**src/cache_cfg_pkg.sv**
```systemverilog
package cache_cfg_pkg;

   // address and data widths
   parameter int ADDR_W = 32;
   parameter int WORD_W = 32;

   // address split
   parameter int IDX_W  = 3;
   parameter int BLK_W  = 1;
   parameter int BYTE_W = 2;
   parameter int TAG_W  = ADDR_W - IDX_W - BLK_W - BYTE_W;

   // sets per way
   parameter int NUM_SETS = 8;

   // where the hit counter lands after a flush
   parameter logic [ADDR_W-1:0] HIT_COUNT_ADDR = 32'h0000_3100;

   // lookup view of an address
   typedef struct packed {
      logic [TAG_W-1:0]  tag;
      logic [IDX_W-1:0]  idx;
      logic [BLK_W-1:0]  blkoff;
      logic [BYTE_W-1:0] byteoff;
   } addr_fields_t;

   // raw word for the bus, fields for the tag compare
   typedef union packed {
      logic [ADDR_W-1:0] raw;
      addr_fields_t      f;
   } addr_u;

   // one cache block, word 1 in the upper half
   typedef struct packed {
      logic                   valid;
      logic                   dirty;
      logic [TAG_W-1:0]       tag;
      logic [1:0][WORD_W-1:0] data;
   } frame_t;

   // word aligned address of one word in a block
   function automatic addr_u make_addr(input logic [TAG_W-1:0] tag,
                                       input logic [IDX_W-1:0] idx,
                                       input logic [BLK_W-1:0] off);
      addr_u a;
      a.f.tag     = tag;
      a.f.idx     = idx;
      a.f.blkoff  = off;
      a.f.byteoff = '0;
      return a;
   endfunction

endpackage

```
**src/mem_bus_pkg.sv**
```systemverilog
package mem_bus_pkg;

   // processor request, rd or wr marks it valid
   // held by the processor until hit comes back
   typedef struct packed {
      logic                                rd;
      logic                                wr;
      cache_cfg_pkg::addr_u                addr;
      logic [cache_cfg_pkg::WORD_W-1:0]    wdata;
   } cpu_req_t;

   // hit doubles as ready
   // rdata only meaningful while hit is high on a read
   typedef struct packed {
      logic                                hit;
      logic [cache_cfg_pkg::WORD_W-1:0]    rdata;
   } cpu_resp_t;

   // memory request, held stable until ready
   // valid without wr means a read
   typedef struct packed {
      logic                                valid;
      logic                                wr;
      cache_cfg_pkg::addr_u                addr;
      logic [cache_cfg_pkg::WORD_W-1:0]    wdata;
   } mem_req_t;

   // transfer happens when valid and ready are both high
   typedef struct packed {
      logic                                ready;
      logic [cache_cfg_pkg::WORD_W-1:0]    rdata;
   } mem_resp_t;

endpackage

```
**src/dcache_ways.sv**
```systemverilog
`timescale 1ns/1ps

module dcache_ways
#(
   parameter int NUM_SETS = cache_cfg_pkg::NUM_SETS
)
(
   input  logic                             CLK,
   input  logic                             nRST,
   input  cache_cfg_pkg::addr_u             lookup_addr,
   input  logic                             fill_en,
   input  logic                             fill_way,
   input  cache_cfg_pkg::frame_t            fill_frame,
   input  logic                             touch_en,
   input  logic                             flush_way,
   input  logic [cache_cfg_pkg::IDX_W-1:0]  flush_idx,
   output logic                             hit,
   output logic                             hit_way,
   output logic                             victim_way,
   output cache_cfg_pkg::frame_t            victim_frame,
   output cache_cfg_pkg::frame_t            hit_frame,
   output cache_cfg_pkg::frame_t            flush_frame
);
   import cache_cfg_pkg::*;

   // both ways, first index picks the way
   frame_t frames [2][NUM_SETS];

   // per set, points at the way to replace next
   logic [NUM_SETS-1:0] lru;

   logic [IDX_W-1:0] idx;
   frame_t           way0_frame;
   frame_t           way1_frame;
   logic             hit0;
   logic             hit1;
   logic             used_way;

   // set selected by the processor address
   assign idx = lookup_addr.f.idx;

   assign way0_frame = frames[0][idx];
   assign way1_frame = frames[1][idx];

   // tag compare in both ways
   assign hit0 = way0_frame.valid && (way0_frame.tag == lookup_addr.f.tag);
   assign hit1 = way1_frame.valid && (way1_frame.tag == lookup_addr.f.tag);

   // a tag lives in at most one way of a set
   assign hit      = hit0 | hit1;
   assign hit_way  = hit1;
   assign hit_frame = hit_way ? way1_frame : way0_frame;

   // lru way of the set is evicted
   // after reset way 0 goes first, then way 1
   assign victim_way   = lru[idx];
   assign victim_frame = frames[victim_way][idx];

   // second read port for the flush walker
   assign flush_frame = frames[flush_way][flush_idx];

   // way that was just used
   // fill covers write hits and miss fills, else a read hit
   assign used_way = fill_en ? fill_way : hit_way;

   always_ff @(posedge CLK, negedge nRST)
   begin
      if (!nRST)
      begin
         for (int s = 0; s < NUM_SETS; s++)
         begin
            frames[0][s] <= '0;
            frames[1][s] <= '0;
         end
         lru <= '0;
      end
      else
      begin
         // whole block write
         if (fill_en)
         begin
            frames[fill_way][idx] <= fill_frame;
         end
         // lru points away from the way just touched
         if (touch_en)
         begin
            lru[idx] <= ~used_way;
         end
      end
   end

endmodule

```
**src/dcache_ctrl.sv**
```systemverilog
`timescale 1ns/1ps

module dcache_ctrl
(
   input  logic                              CLK,
   input  logic                              nRST,
   input  mem_bus_pkg::cpu_req_t             cpu_req,
   input  logic                              halt,
   input  logic                              hit,
   input  logic                              hit_way,
   input  logic                              victim_way,
   input  cache_cfg_pkg::frame_t             victim_frame,
   input  cache_cfg_pkg::frame_t             hit_frame,
   input  mem_bus_pkg::mem_resp_t            ctrl_mem_resp,
   output mem_bus_pkg::cpu_resp_t            cpu_resp,
   output mem_bus_pkg::mem_req_t             ctrl_mem_req,
   output cache_cfg_pkg::addr_u              lookup_addr,
   output logic                              fill_en,
   output logic                              fill_way,
   output cache_cfg_pkg::frame_t             fill_frame,
   output logic                              touch_en,
   output logic                              flush_start,
   output logic [cache_cfg_pkg::WORD_W-1:0]  hit_count
);
   import cache_cfg_pkg::*;

   typedef enum logic [2:0] {
      idle,
      wb_first,
      wb_second,
      fetch_first,
      fetch_second,
      halted
   } state_t;

   state_t            state;
   state_t            state_nxt;
   logic [WORD_W-1:0] first_word;
   logic              req_valid;
   logic [BLK_W-1:0]  req_off;
   logic [BLK_W-1:0]  wb_off;
   logic              count_hit;

   // arrays always look up the live request
   assign lookup_addr = cpu_req.addr;
   assign req_valid   = cpu_req.rd | cpu_req.wr;
   assign req_off     = cpu_req.addr.f.blkoff;

   // victim written back word 0 first
   assign wb_off = (state == wb_second) ? 1'b1 : 1'b0;

   // one pulse, the FSM leaves idle right after
   assign flush_start = (state == idle) && halt;

   // only hits answered from idle count, once per request
   assign count_hit = (state == idle) && !halt && req_valid && hit;

   always_ff @(posedge CLK, negedge nRST)
   begin
      if (!nRST)
      begin
         state     <= idle;
         hit_count <= '0;
      end
      else
      begin
         state <= state_nxt;
         if (count_hit)
         begin
            hit_count <= hit_count + 1'b1;
         end
      end
   end

   // requested word, kept until the block is complete
   always_ff @(posedge CLK)
   begin
      if ((state == fetch_first) && ctrl_mem_resp.ready)
      begin
         first_word <= ctrl_mem_resp.rdata;
      end
   end

   always_comb
   begin
      state_nxt    = state;
      cpu_resp     = '0;
      ctrl_mem_req = '0;
      fill_en      = 1'b0;
      fill_way     = hit_way;
      fill_frame   = hit_frame;
      touch_en     = 1'b0;
      case (state)
         idle:
         begin
            if (halt)
            begin
               state_nxt = halted;
            end
            else if (req_valid && hit)
            begin
               // answered in the request cycle
               cpu_resp.hit   = 1'b1;
               cpu_resp.rdata = hit_frame.data[req_off];
               touch_en       = 1'b1;
               if (cpu_req.wr)
               begin
                  // store word merged, block now dirty
                  fill_en                   = 1'b1;
                  fill_frame.dirty          = 1'b1;
                  fill_frame.data[req_off]  = cpu_req.wdata;
               end
            end
            else if (req_valid)
            begin
               // dirty victim goes out before the fetch
               if (victim_frame.valid && victim_frame.dirty)
               begin
                  state_nxt = wb_first;
               end
               else
               begin
                  state_nxt = fetch_first;
               end
            end
         end
         wb_first, wb_second:
         begin
            // victim's own tag gives the address
            ctrl_mem_req.valid = 1'b1;
            ctrl_mem_req.wr    = 1'b1;
            ctrl_mem_req.addr  = make_addr(victim_frame.tag, lookup_addr.f.idx, wb_off);
            ctrl_mem_req.wdata = victim_frame.data[wb_off];
            if (ctrl_mem_resp.ready)
            begin
               state_nxt = (state == wb_first) ? wb_second : fetch_first;
            end
         end
         fetch_first:
         begin
            // requested word first
            ctrl_mem_req.valid = 1'b1;
            ctrl_mem_req.addr  = make_addr(lookup_addr.f.tag, lookup_addr.f.idx, req_off);
            if (ctrl_mem_resp.ready)
            begin
               state_nxt = fetch_second;
            end
         end
         fetch_second:
         begin
            // the other word of the block
            ctrl_mem_req.valid = 1'b1;
            ctrl_mem_req.addr  = make_addr(lookup_addr.f.tag, lookup_addr.f.idx, ~req_off);
            if (ctrl_mem_resp.ready)
            begin
               cpu_resp.hit              = 1'b1;
               cpu_resp.rdata            = first_word;
               fill_en                   = 1'b1;
               fill_way                  = victim_way;
               fill_frame.valid          = 1'b1;
               fill_frame.dirty          = cpu_req.wr;
               fill_frame.tag            = lookup_addr.f.tag;
               fill_frame.data[req_off]  = cpu_req.wr ? cpu_req.wdata : first_word;
               fill_frame.data[~req_off] = ctrl_mem_resp.rdata;
               touch_en                  = 1'b1;
               state_nxt                 = idle;
            end
         end
         halted:
         begin
            // flush engine owns memory until reset
         end
         default:
         begin
            state_nxt = idle;
         end
      endcase
   end

endmodule

```
**src/dcache_flush.sv**
```systemverilog
`timescale 1ns/1ps

module dcache_flush
#(
   parameter int                                NUM_SETS       = cache_cfg_pkg::NUM_SETS,
   parameter logic [cache_cfg_pkg::ADDR_W-1:0]  HIT_COUNT_ADDR = cache_cfg_pkg::HIT_COUNT_ADDR
)
(
   input  logic                              CLK,
   input  logic                              nRST,
   input  logic                              flush_start,
   input  logic [cache_cfg_pkg::WORD_W-1:0]  hit_count,
   input  cache_cfg_pkg::frame_t             flush_frame,
   input  mem_bus_pkg::mem_req_t             ctrl_mem_req,
   input  mem_bus_pkg::mem_resp_t            mem_resp,
   output logic                              flush_way,
   output logic [cache_cfg_pkg::IDX_W-1:0]   flush_idx,
   output mem_bus_pkg::mem_resp_t            ctrl_mem_resp,
   output mem_bus_pkg::mem_req_t             mem_req,
   output logic                              flushed
);
   import cache_cfg_pkg::*;

   typedef enum logic [1:0] {f_idle, f_walk, f_count, f_done} state_t;

   state_t           state;
   state_t           state_nxt;
   logic [BLK_W-1:0] off;
   logic [BLK_W-1:0] off_nxt;
   logic             way_nxt;
   logic [IDX_W-1:0] idx_nxt;
   logic             step;
   logic             last_idx;

   assign last_idx = (flush_idx == IDX_W'(NUM_SETS - 1));
   assign flushed  = (state == f_done);

   always_ff @(posedge CLK, negedge nRST)
   begin
      if (!nRST)
      begin
         state     <= f_idle;
         flush_way <= 1'b0;
         flush_idx <= '0;
         off       <= '0;
      end
      else
      begin
         state     <= state_nxt;
         flush_way <= way_nxt;
         flush_idx <= idx_nxt;
         off       <= off_nxt;
      end
   end

   always_comb
   begin
      state_nxt     = state;
      way_nxt       = flush_way;
      idx_nxt       = flush_idx;
      off_nxt       = off;
      step          = 1'b0;
      mem_req       = '0;
      ctrl_mem_resp = '0;
      case (state)
         f_idle:
         begin
            // controller has the port
            mem_req       = ctrl_mem_req;
            ctrl_mem_resp = mem_resp;
            if (flush_start)
            begin
               state_nxt = f_walk;
            end
         end
         f_walk:
         begin
            if (flush_frame.valid && flush_frame.dirty)
            begin
               // both words, word 0 first
               mem_req.valid = 1'b1;
               mem_req.wr    = 1'b1;
               mem_req.addr  = make_addr(flush_frame.tag, flush_idx, off);
               mem_req.wdata = flush_frame.data[off];
               if (mem_resp.ready)
               begin
                  off_nxt = ~off;
                  step    = (off == 1'b1);
               end
            end
            else
            begin
               // clean frame, one cycle
               step = 1'b1;
            end
            // next set, way 0 then way 1
            if (step)
            begin
               if (last_idx)
               begin
                  idx_nxt = '0;
                  way_nxt = 1'b1;
                  if (flush_way)
                  begin
                     state_nxt = f_count;
                  end
               end
               else
               begin
                  idx_nxt = flush_idx + 1'b1;
               end
            end
         end
         f_count:
         begin
            // hit counter after the last block
            mem_req.valid    = 1'b1;
            mem_req.wr       = 1'b1;
            mem_req.addr.raw = HIT_COUNT_ADDR;
            mem_req.wdata    = hit_count;
            if (mem_resp.ready)
            begin
               state_nxt = f_done;
            end
         end
         default:
         begin
            // flushed held until reset
         end
      endcase
   end

endmodule

```
**src/dcache_top.sv**
```systemverilog
`timescale 1ns/1ps

module dcache_top
#(
   parameter int                                NUM_SETS       = cache_cfg_pkg::NUM_SETS,
   parameter logic [cache_cfg_pkg::ADDR_W-1:0]  HIT_COUNT_ADDR = cache_cfg_pkg::HIT_COUNT_ADDR
)
(
   input  logic                    CLK,
   input  logic                    nRST,
   input  mem_bus_pkg::cpu_req_t   cpu_req,
   input  logic                    halt,
   input  mem_bus_pkg::mem_resp_t  mem_resp,
   output mem_bus_pkg::cpu_resp_t  cpu_resp,
   output mem_bus_pkg::mem_req_t   mem_req,
   output logic                    flushed
);
   import cache_cfg_pkg::*;
   import mem_bus_pkg::*;

   // lookup and update between controller and arrays
   addr_u             lookup_addr;
   logic              hit;
   logic              hit_way;
   logic              victim_way;
   frame_t            victim_frame;
   frame_t            hit_frame;
   logic              fill_en;
   logic              fill_way;
   frame_t            fill_frame;
   logic              touch_en;

   // flush side
   logic              flush_way;
   logic [IDX_W-1:0]  flush_idx;
   frame_t            flush_frame;
   logic              flush_start;
   logic [WORD_W-1:0] hit_count;

   // controller memory port, routed through the flush engine
   mem_req_t          ctrl_mem_req;
   mem_resp_t         ctrl_mem_resp;

   dcache_ways #(.NUM_SETS(NUM_SETS)) i_ways (
      .CLK(CLK), .nRST(nRST), .lookup_addr(lookup_addr),
      .fill_en(fill_en), .fill_way(fill_way), .fill_frame(fill_frame),
      .touch_en(touch_en), .flush_way(flush_way), .flush_idx(flush_idx),
      .hit(hit), .hit_way(hit_way), .victim_way(victim_way),
      .victim_frame(victim_frame), .hit_frame(hit_frame), .flush_frame(flush_frame)
   );

   dcache_ctrl i_ctrl (
      .CLK(CLK), .nRST(nRST), .cpu_req(cpu_req), .halt(halt),
      .hit(hit), .hit_way(hit_way), .victim_way(victim_way),
      .victim_frame(victim_frame), .hit_frame(hit_frame),
      .ctrl_mem_resp(ctrl_mem_resp), .cpu_resp(cpu_resp), .ctrl_mem_req(ctrl_mem_req),
      .lookup_addr(lookup_addr), .fill_en(fill_en), .fill_way(fill_way),
      .fill_frame(fill_frame), .touch_en(touch_en), .flush_start(flush_start),
      .hit_count(hit_count)
   );

   dcache_flush #(.NUM_SETS(NUM_SETS), .HIT_COUNT_ADDR(HIT_COUNT_ADDR)) i_flush (
      .CLK(CLK), .nRST(nRST), .flush_start(flush_start), .hit_count(hit_count),
      .flush_frame(flush_frame), .ctrl_mem_req(ctrl_mem_req), .mem_resp(mem_resp),
      .flush_way(flush_way), .flush_idx(flush_idx), .ctrl_mem_resp(ctrl_mem_resp),
      .mem_req(mem_req), .flushed(flushed)
   );

endmodule

```
**config.mk**
```make
export PLATFORM = sky130hd
export DESIGN_NAME = dcache_top
export DESIGN_NICKNAME = d
export VERILOG_FILES = /design/src/cache_cfg_pkg.sv /design/src/mem_bus_pkg.sv /design/src/dcache_ways.sv /design/src/dcache_ctrl.sv /design/src/dcache_flush.sv /design/src/dcache_top.sv
export SDC_FILE = /design/constraint.sdc
export NUM_CORES = 2
export LEC_CHECK = 0
export BUFFER_PORTS_ARGS = -buffer_cell sky130_fd_sc_hd__buf_2
export CAP_MARGIN = 40
export CORE_ASPECT_RATIO = 0.6
export CORE_UTILIZATION = 45
export DETAILED_ROUTE_END_ITERATION = 12
export SETUP_SLACK_MARGIN = 0.4
export SLEW_MARGIN = 20
export SYNTH_ARGS = -nofsm -noshare
export SYNTH_HDL_FRONTEND = slang
export SYNTH_SLANG_ARGS = --single-unit
```
**constraint.sdc**
```tcl
create_clock -name CLK -period 10.6 [get_ports CLK]
set_input_delay 2.12 -clock CLK [delete_from_list [all_inputs] [get_ports CLK]]
set_output_delay 2.12 -clock CLK [all_outputs]
set_load 0.005 [all_outputs]
```
# [Word level (Yosys, flattened, before mapping)]
# Cells that the tools add are included.
[word_totals] out_inout_bits=100 ramBits=0 elab_cells=259 ff_bits=1554 input_bits=102 mem_bits_ro=0 mem_count=0 latch_bits=0
[classes] magnitude_cmp=15 multipliers=0 mux=96 n_div=0 n_eq_ne=21 bitwise=11 addsub=2 shift=0 n_reduce_logical=26
[op_table] cell="2-to-1 mux 736 bit" n=7
[op_table] cell="bitwise mux 1472 bit" n=1
[op_table] cell="binary-select mux 92 bit (select 3 bit)" n=4
[op_table] cell="2-to-1 mux 92 bit" n=11
[op_table] cell="demux 736 bit (select 1 bit)" n=1
[op_table] cell="2-to-1 mux 32 bit" n=10
[op_table] cell="demux 92 bit (select 3 bit)" n=1
[op_table] cell="one-hot mux 66 bit (3 select lines)" n=1
[op_table] cell="bitwise mux 64 bit" n=3
[op_table] cell="2-to-1 mux 64 bit" n=3
[op_table] cell="2-to-1 mux 33 bit" n=4
[op_table] cell="one-hot mux 64 bit (2 select lines)" n=1
[op_table] cell="one-hot mux 32 bit (3 select lines)" n=1
[op_table] cell="2-to-1 mux 66 bit" n=1
[op_table] cell="one-hot mux 33 bit (2 select lines)" n=1
[op_table] cell="demux 32 bit (select 1 bit)" n=2
[op_table] cell="equality test 26 bit" n=2
[op_table] cell="adder 32 x 1 -> 32 bit (second input constant)" n=1
[op_table] cell="2-to-1 mux 26 bit" n=1
[op_table] cell="2-to-1 mux 1 bit" n=22
[op_table] cell="2-to-1 mux 3 bit" n=7
[op_table] cell="logical AND 1 bit" n=15
[op_table] cell="one-hot mux 3 bit (5 select lines)" n=1
[op_table] cell="2-to-1 mux 2 bit" n=6
[op_table] cell="36 further kinds" n=64

# [Longest topological paths before layout]
[depth] depth_word=15 depth_mapped=19 ltp_nobuf=10

# [Cells and area by module]
# A second synthesis with hierarchy kept.
[unflattened] hier_cells=7615 hier_area_um2=94943.6
[modules_own_cells] mod="dcache_ways" area_each_um2=85990.0 seq_area_each_um2=37035.5 cells_each=6442 n_inst=1
[modules_own_cells] mod="dcache_ctrl" area_each_um2=7001.7 seq_area_each_um2=1836.8 cells_each=907 n_inst=1
[modules_own_cells] mod="dcache_flush" area_each_um2=1951.9 seq_area_each_um2=175.2 cells_each=266 n_inst=1

# [Worst setup path before layout]
# Ideal clock, no wire load.
[synth_path] kind="input-to-output" startpoint="in cpu_req[35] in the netlist's numbering" endpoint="out mem_req[15] in the netlist's numbering" cell_stages=16 n_path_buf=7 path_slack_ns=3.053 t_required_ns=8.480 arrival_time_ns=5.427 cell_sequence="buf_6 > buf_8 > buf_2 > buf_4 > buf_4 > nor4b_1 > a31oi_1 > nand3_1 > buf_2 > buf_1 > mux4_2 > mux2_2 > o22ai_1 > o22ai_1 > a222oi_1 > nor2_1"
[synth_rtl] item="start, declared" line_no="dcache_top.sv:11" rtl="input mem_bus_pkg::cpu_req_t cpu_req,"
[synth_rtl] item="end, declared" line_no="dcache_top.sv:15" rtl="output mem_bus_pkg::mem_req_t mem_req,"

==> flow_summary.ini <==
[layout]
nNetsFinal = 9248
nFillCells = 18300
area_delta_synth_final_pct = 11.2
fin_cells = 12000
drive_gt1_share_pct = 21.7

[timing]
fin_crit_sh_pct = 95.5
setup_ws_ns = 0.482
slew_viol_final = 0
tns_ns = 0
rsz0062_at_grt = false
fmax_mhz = 98.8
finalHoldViolCount = 0
whs_ns = 0.501
tightest_slew_ns = 1.05
slew_headroom_pct = 30.0
clock_skew_ns = 0.0572
setup_violations = 0
period_minus_slack_ns = 10.12

[floorplanning]
dieArea_um2 = 207000
rows = 128
chipWidth_um = 587
coreArea_um2 = 203000
die_y_um = 353
io_pins = 202
start_util_pct = 45.4

[logic_synthesis]
ys_types = 90
ys_seq_area_share_pct = 42.3
synth_area_per_cell_um2 = 9.90
synth_flop_cell = dfrtp_1
synth-async-reset-ratio_pct = 97.9
ys_warn_count = 0
synth.cell_area_um2 = 92400
syn_inst = 9330
ys_ff_latch = 1554
synth_edf_count = 32

[clocking]
clock_latency_ns = 0.87
path_clk_slew_ns = 0.06
numCtsBuffers = 160
cts_tree = built
cts_sinks = 1554
root_buffer = clkbuf_16
cts_resized = 0
clockBufferDepth = 4
post-cts-setup-buffers = 0
holdBufCountCts = 0
cts_max_level = 4

[setup_path]
worstReg2RegEnd = i_ctrl.hit_count[31]
worstRegToRegCells = 15
path_max_fanout = 72
rr_startpoint = i_ways.frames[712]
endpoint = cpu_resp[19]
required_ns = 8.48
start_kind = primary input
crit_start = cpu_req[37]
r2r_setup_slack_ns = 4.59
worstSetupPathType = in2out
arrival_ns = 8.00
endpoint_kind = output pin

[global_route]
grt_first_pass_wirelength_um = 595000
track_usage_pct = 39.6
grt_max_degree = 167
antenna_found_initial = 48
grt_overflow_total = 0
grt_pass1_vias = 79300

[route]
drt_iter0_drc = 14100
dr.pass1.iters = 12
drc = 22
antenna_left = 0
vias = 85300
wl_per_cell_um = 34.7
routed_via_density = 7.10
routed_wl_um = 417000

[place]
gp_congestion = 1.02
port_buffers = 197
place_inst = 11700
post-place-ws_ns = 0.934
post-dp-hpwl_um = 268000

[pwr]
switching_share_pct = 36.5
sequentialPowerShare_pct = 38.5
vdd_drop_max_mv = 0.164
switchingPower_mw = 6.87
p_leak_nw = 43.7
clkPwrFrac_pct = 32.4
powerDensity_nw_per_um2 = 183
p_int_mw = 11.9
p_comb_share_pct = 29.1

[outcome]
status = finished, violations left
violations = design-rule violations

[min_path]
hold_class = reg2reg

[run]
cap_viol_max_count = 0
[area by class of cell]
type / count / area, um2 / area share [%]
Sequential cell: 1554 / 39100 / 38.0
Clock buffer: 221 / 4620 / 4.50
Antenna cell: 32 / 80.1 / 0.0780
Tap cell: 2730 / 3420 / 3.33
Clock inverter: 57 / 793 / 0.772
Timing Repair Buffer: 604 / 5270 / 5.13
Multi-Input combinational cell: 6791 / 49400 / 48.1
Inverter: 26 / 104 / 0.101
[registers in the layout, summed over array words and instances, names as in the netlist]
name,count
i_ways.frames,1472
i_flush.state,2
i_flush.flush_idx,3
i_ctrl.first_word,32
i_ways.lru,8
i_flush.flush_way,1
i_flush.off,1
i_ctrl.state,3
i_ctrl.hit_count,32
[kinds of logic (layout without fill, tap and decap cells)]
kind of cell / Yosys count / after routing / synth area share, %
AOI/OAI and AO/OA: 2729 / 2729 / 18.1
xor gates and xnor gates: 61 / 61 / 0.578
adders and majority gates: 9 / 9 / 0.122
buffers and inverters: 986 / 908 / 4.73
DFF: 1554 / 1554 / 42.3
muxes: 1110 / 1110 / 21.2
other: 1 / 34 / 0.00406
and+or+nand+nor: 2880 / 2880 / 13.1
[worst min-delay path by stage]
stage	from	to	slack (ns)	cells after the start
final	i_ways.frames[348]	i_ways.frames[348]	0.50	2
after global routing	i_ways.frames[1353]	i_ways.frames[1353]	0.53	2
after CTS	i_ctrl.hit_count[17]	i_ctrl.hit_count[17]	0.50	1
after detailed placement	i_ctrl.hit_count[17]	i_ctrl.hit_count[17]	0.48	1
after global placement	i_ways.frames[76]	i_ways.frames[76]	0.48	2
after floorplan	i_ctrl.hit_count[31]	i_ctrl.hit_count[31]	0.44	1
[per-stage QoR]
stage	instance area, um2	util (%)	total power, mW
finish	103000	50.5	18.8
global route	103000	50.5	19.3
CTS	102000	50.3	18.5
detailed placement	96800	47.6	12.5
global placement	96000	47.2	12.3
floorplan	92400	-	10.4
[placed cells by master, fill, tap and decap left out, drive strengths merged, types with 26 or more instances in the layout]
cell,Yosys,final
o221ai,97,97
clkbuf,482,227
mux4,648,648
a22oi,47,47
o31a,30,30
mux2i,206,206
o22ai,388,388
edfxtp,32,32
nor3,50,50
dfrtp,1522,1522
a211oi,50,50
and2,39,39
inv,26,29
a41o,29,29
a31oi,98,98
buf,478,598
nand2,1072,1072
a32oi,47,47
a222oi,26,26
nand4,42,42
nor4,42,42
mux2,256,256
diode,0,32
a21oi,1119,1119
a41oi,30,30
clkinv,0,30
o211a,30,30
o21ai,618,618
nand2b,42,42
nor2,1293,1293
xor2,36,36
nand3,198,198
[cells in the mapped netlist, types with 20 or more instances]
master	number	share of area (%)
a211oi_1	46	0.37
a21oi_1	1000	5.4
a21oi_2	110	1.0
a222oi_1	26	0.28
a22o_1	20	0.19
a22oi_1	47	0.38
a31oi_1	96	0.65
a32oi_1	47	0.45
a41o_1	29	0.31
a41oi_1	30	0.28
and2_1	39	0.26
buf_1	113	0.46
buf_2	310	1.7
buf_4	40	0.33
clkbuf_1	482	2.0
dfrtp_1	1522	41
edfxtp_1	32	1.0
inv_1	24	0.098
mux2_2	256	3.1
mux2i_1	204	2.2
mux4_2	648	16
nand2_1	1071	4.4
nand2b_1	42	0.28
nand3_1	198	1.1
nand4_1	40	0.27
nor2_1	1291	5.2
nor3_1	42	0.23
nor4_1	32	0.22
o211a_1	30	0.33
o211ai_1	20	0.16
o21ai_0	524	2.8
o21ai_1	94	0.51
o221ai_1	97	0.92
o22ai_1	388	2.6
o31a_1	30	0.28
xnor2_1	25	0.24
xor2_1	36	0.34
[worst max-delay path, cell delays in order]
cell and delay (ns):
buf_8 0.56, buf_4 0.52, nand2_4 0.29, o22ai_1 0.36, nor3_1 0.13, buf_2 0.21, nor4b_1 0.41, nor4b_1 0.57
and4_4 0.63, buf_12 0.34, mux2_2 0.40, nor2_1 0.10, a21oi_1 0.15, o21ai_0 0.73, buf_4 0.24, buf_2 0.12
[power by group through the flow]
stage | Clock, mW | Combinational (mW) | Sequential (mW)
floorplan | 0 | 3.43 | 6.96
global placement | 0 | 5.03 | 7.28
detailed placement | 0 | 5.20 | 7.29
CTS | 6.11 | 5.21 | 7.19
global route | 6.34 | 5.66 | 7.29
finish | 6.10 | 5.48 | 7.23
[layer usage]
metal	wire, um	vias to the layer above	GRT usage, %
li1	-	34100	-
met1	157000	42200	54.5
met5	781	-	1.89
met4	22100	54	17.6
met2	158000	7489	50.1
met3	79600	1445	21.6
(Power assumes the default switching activity.)
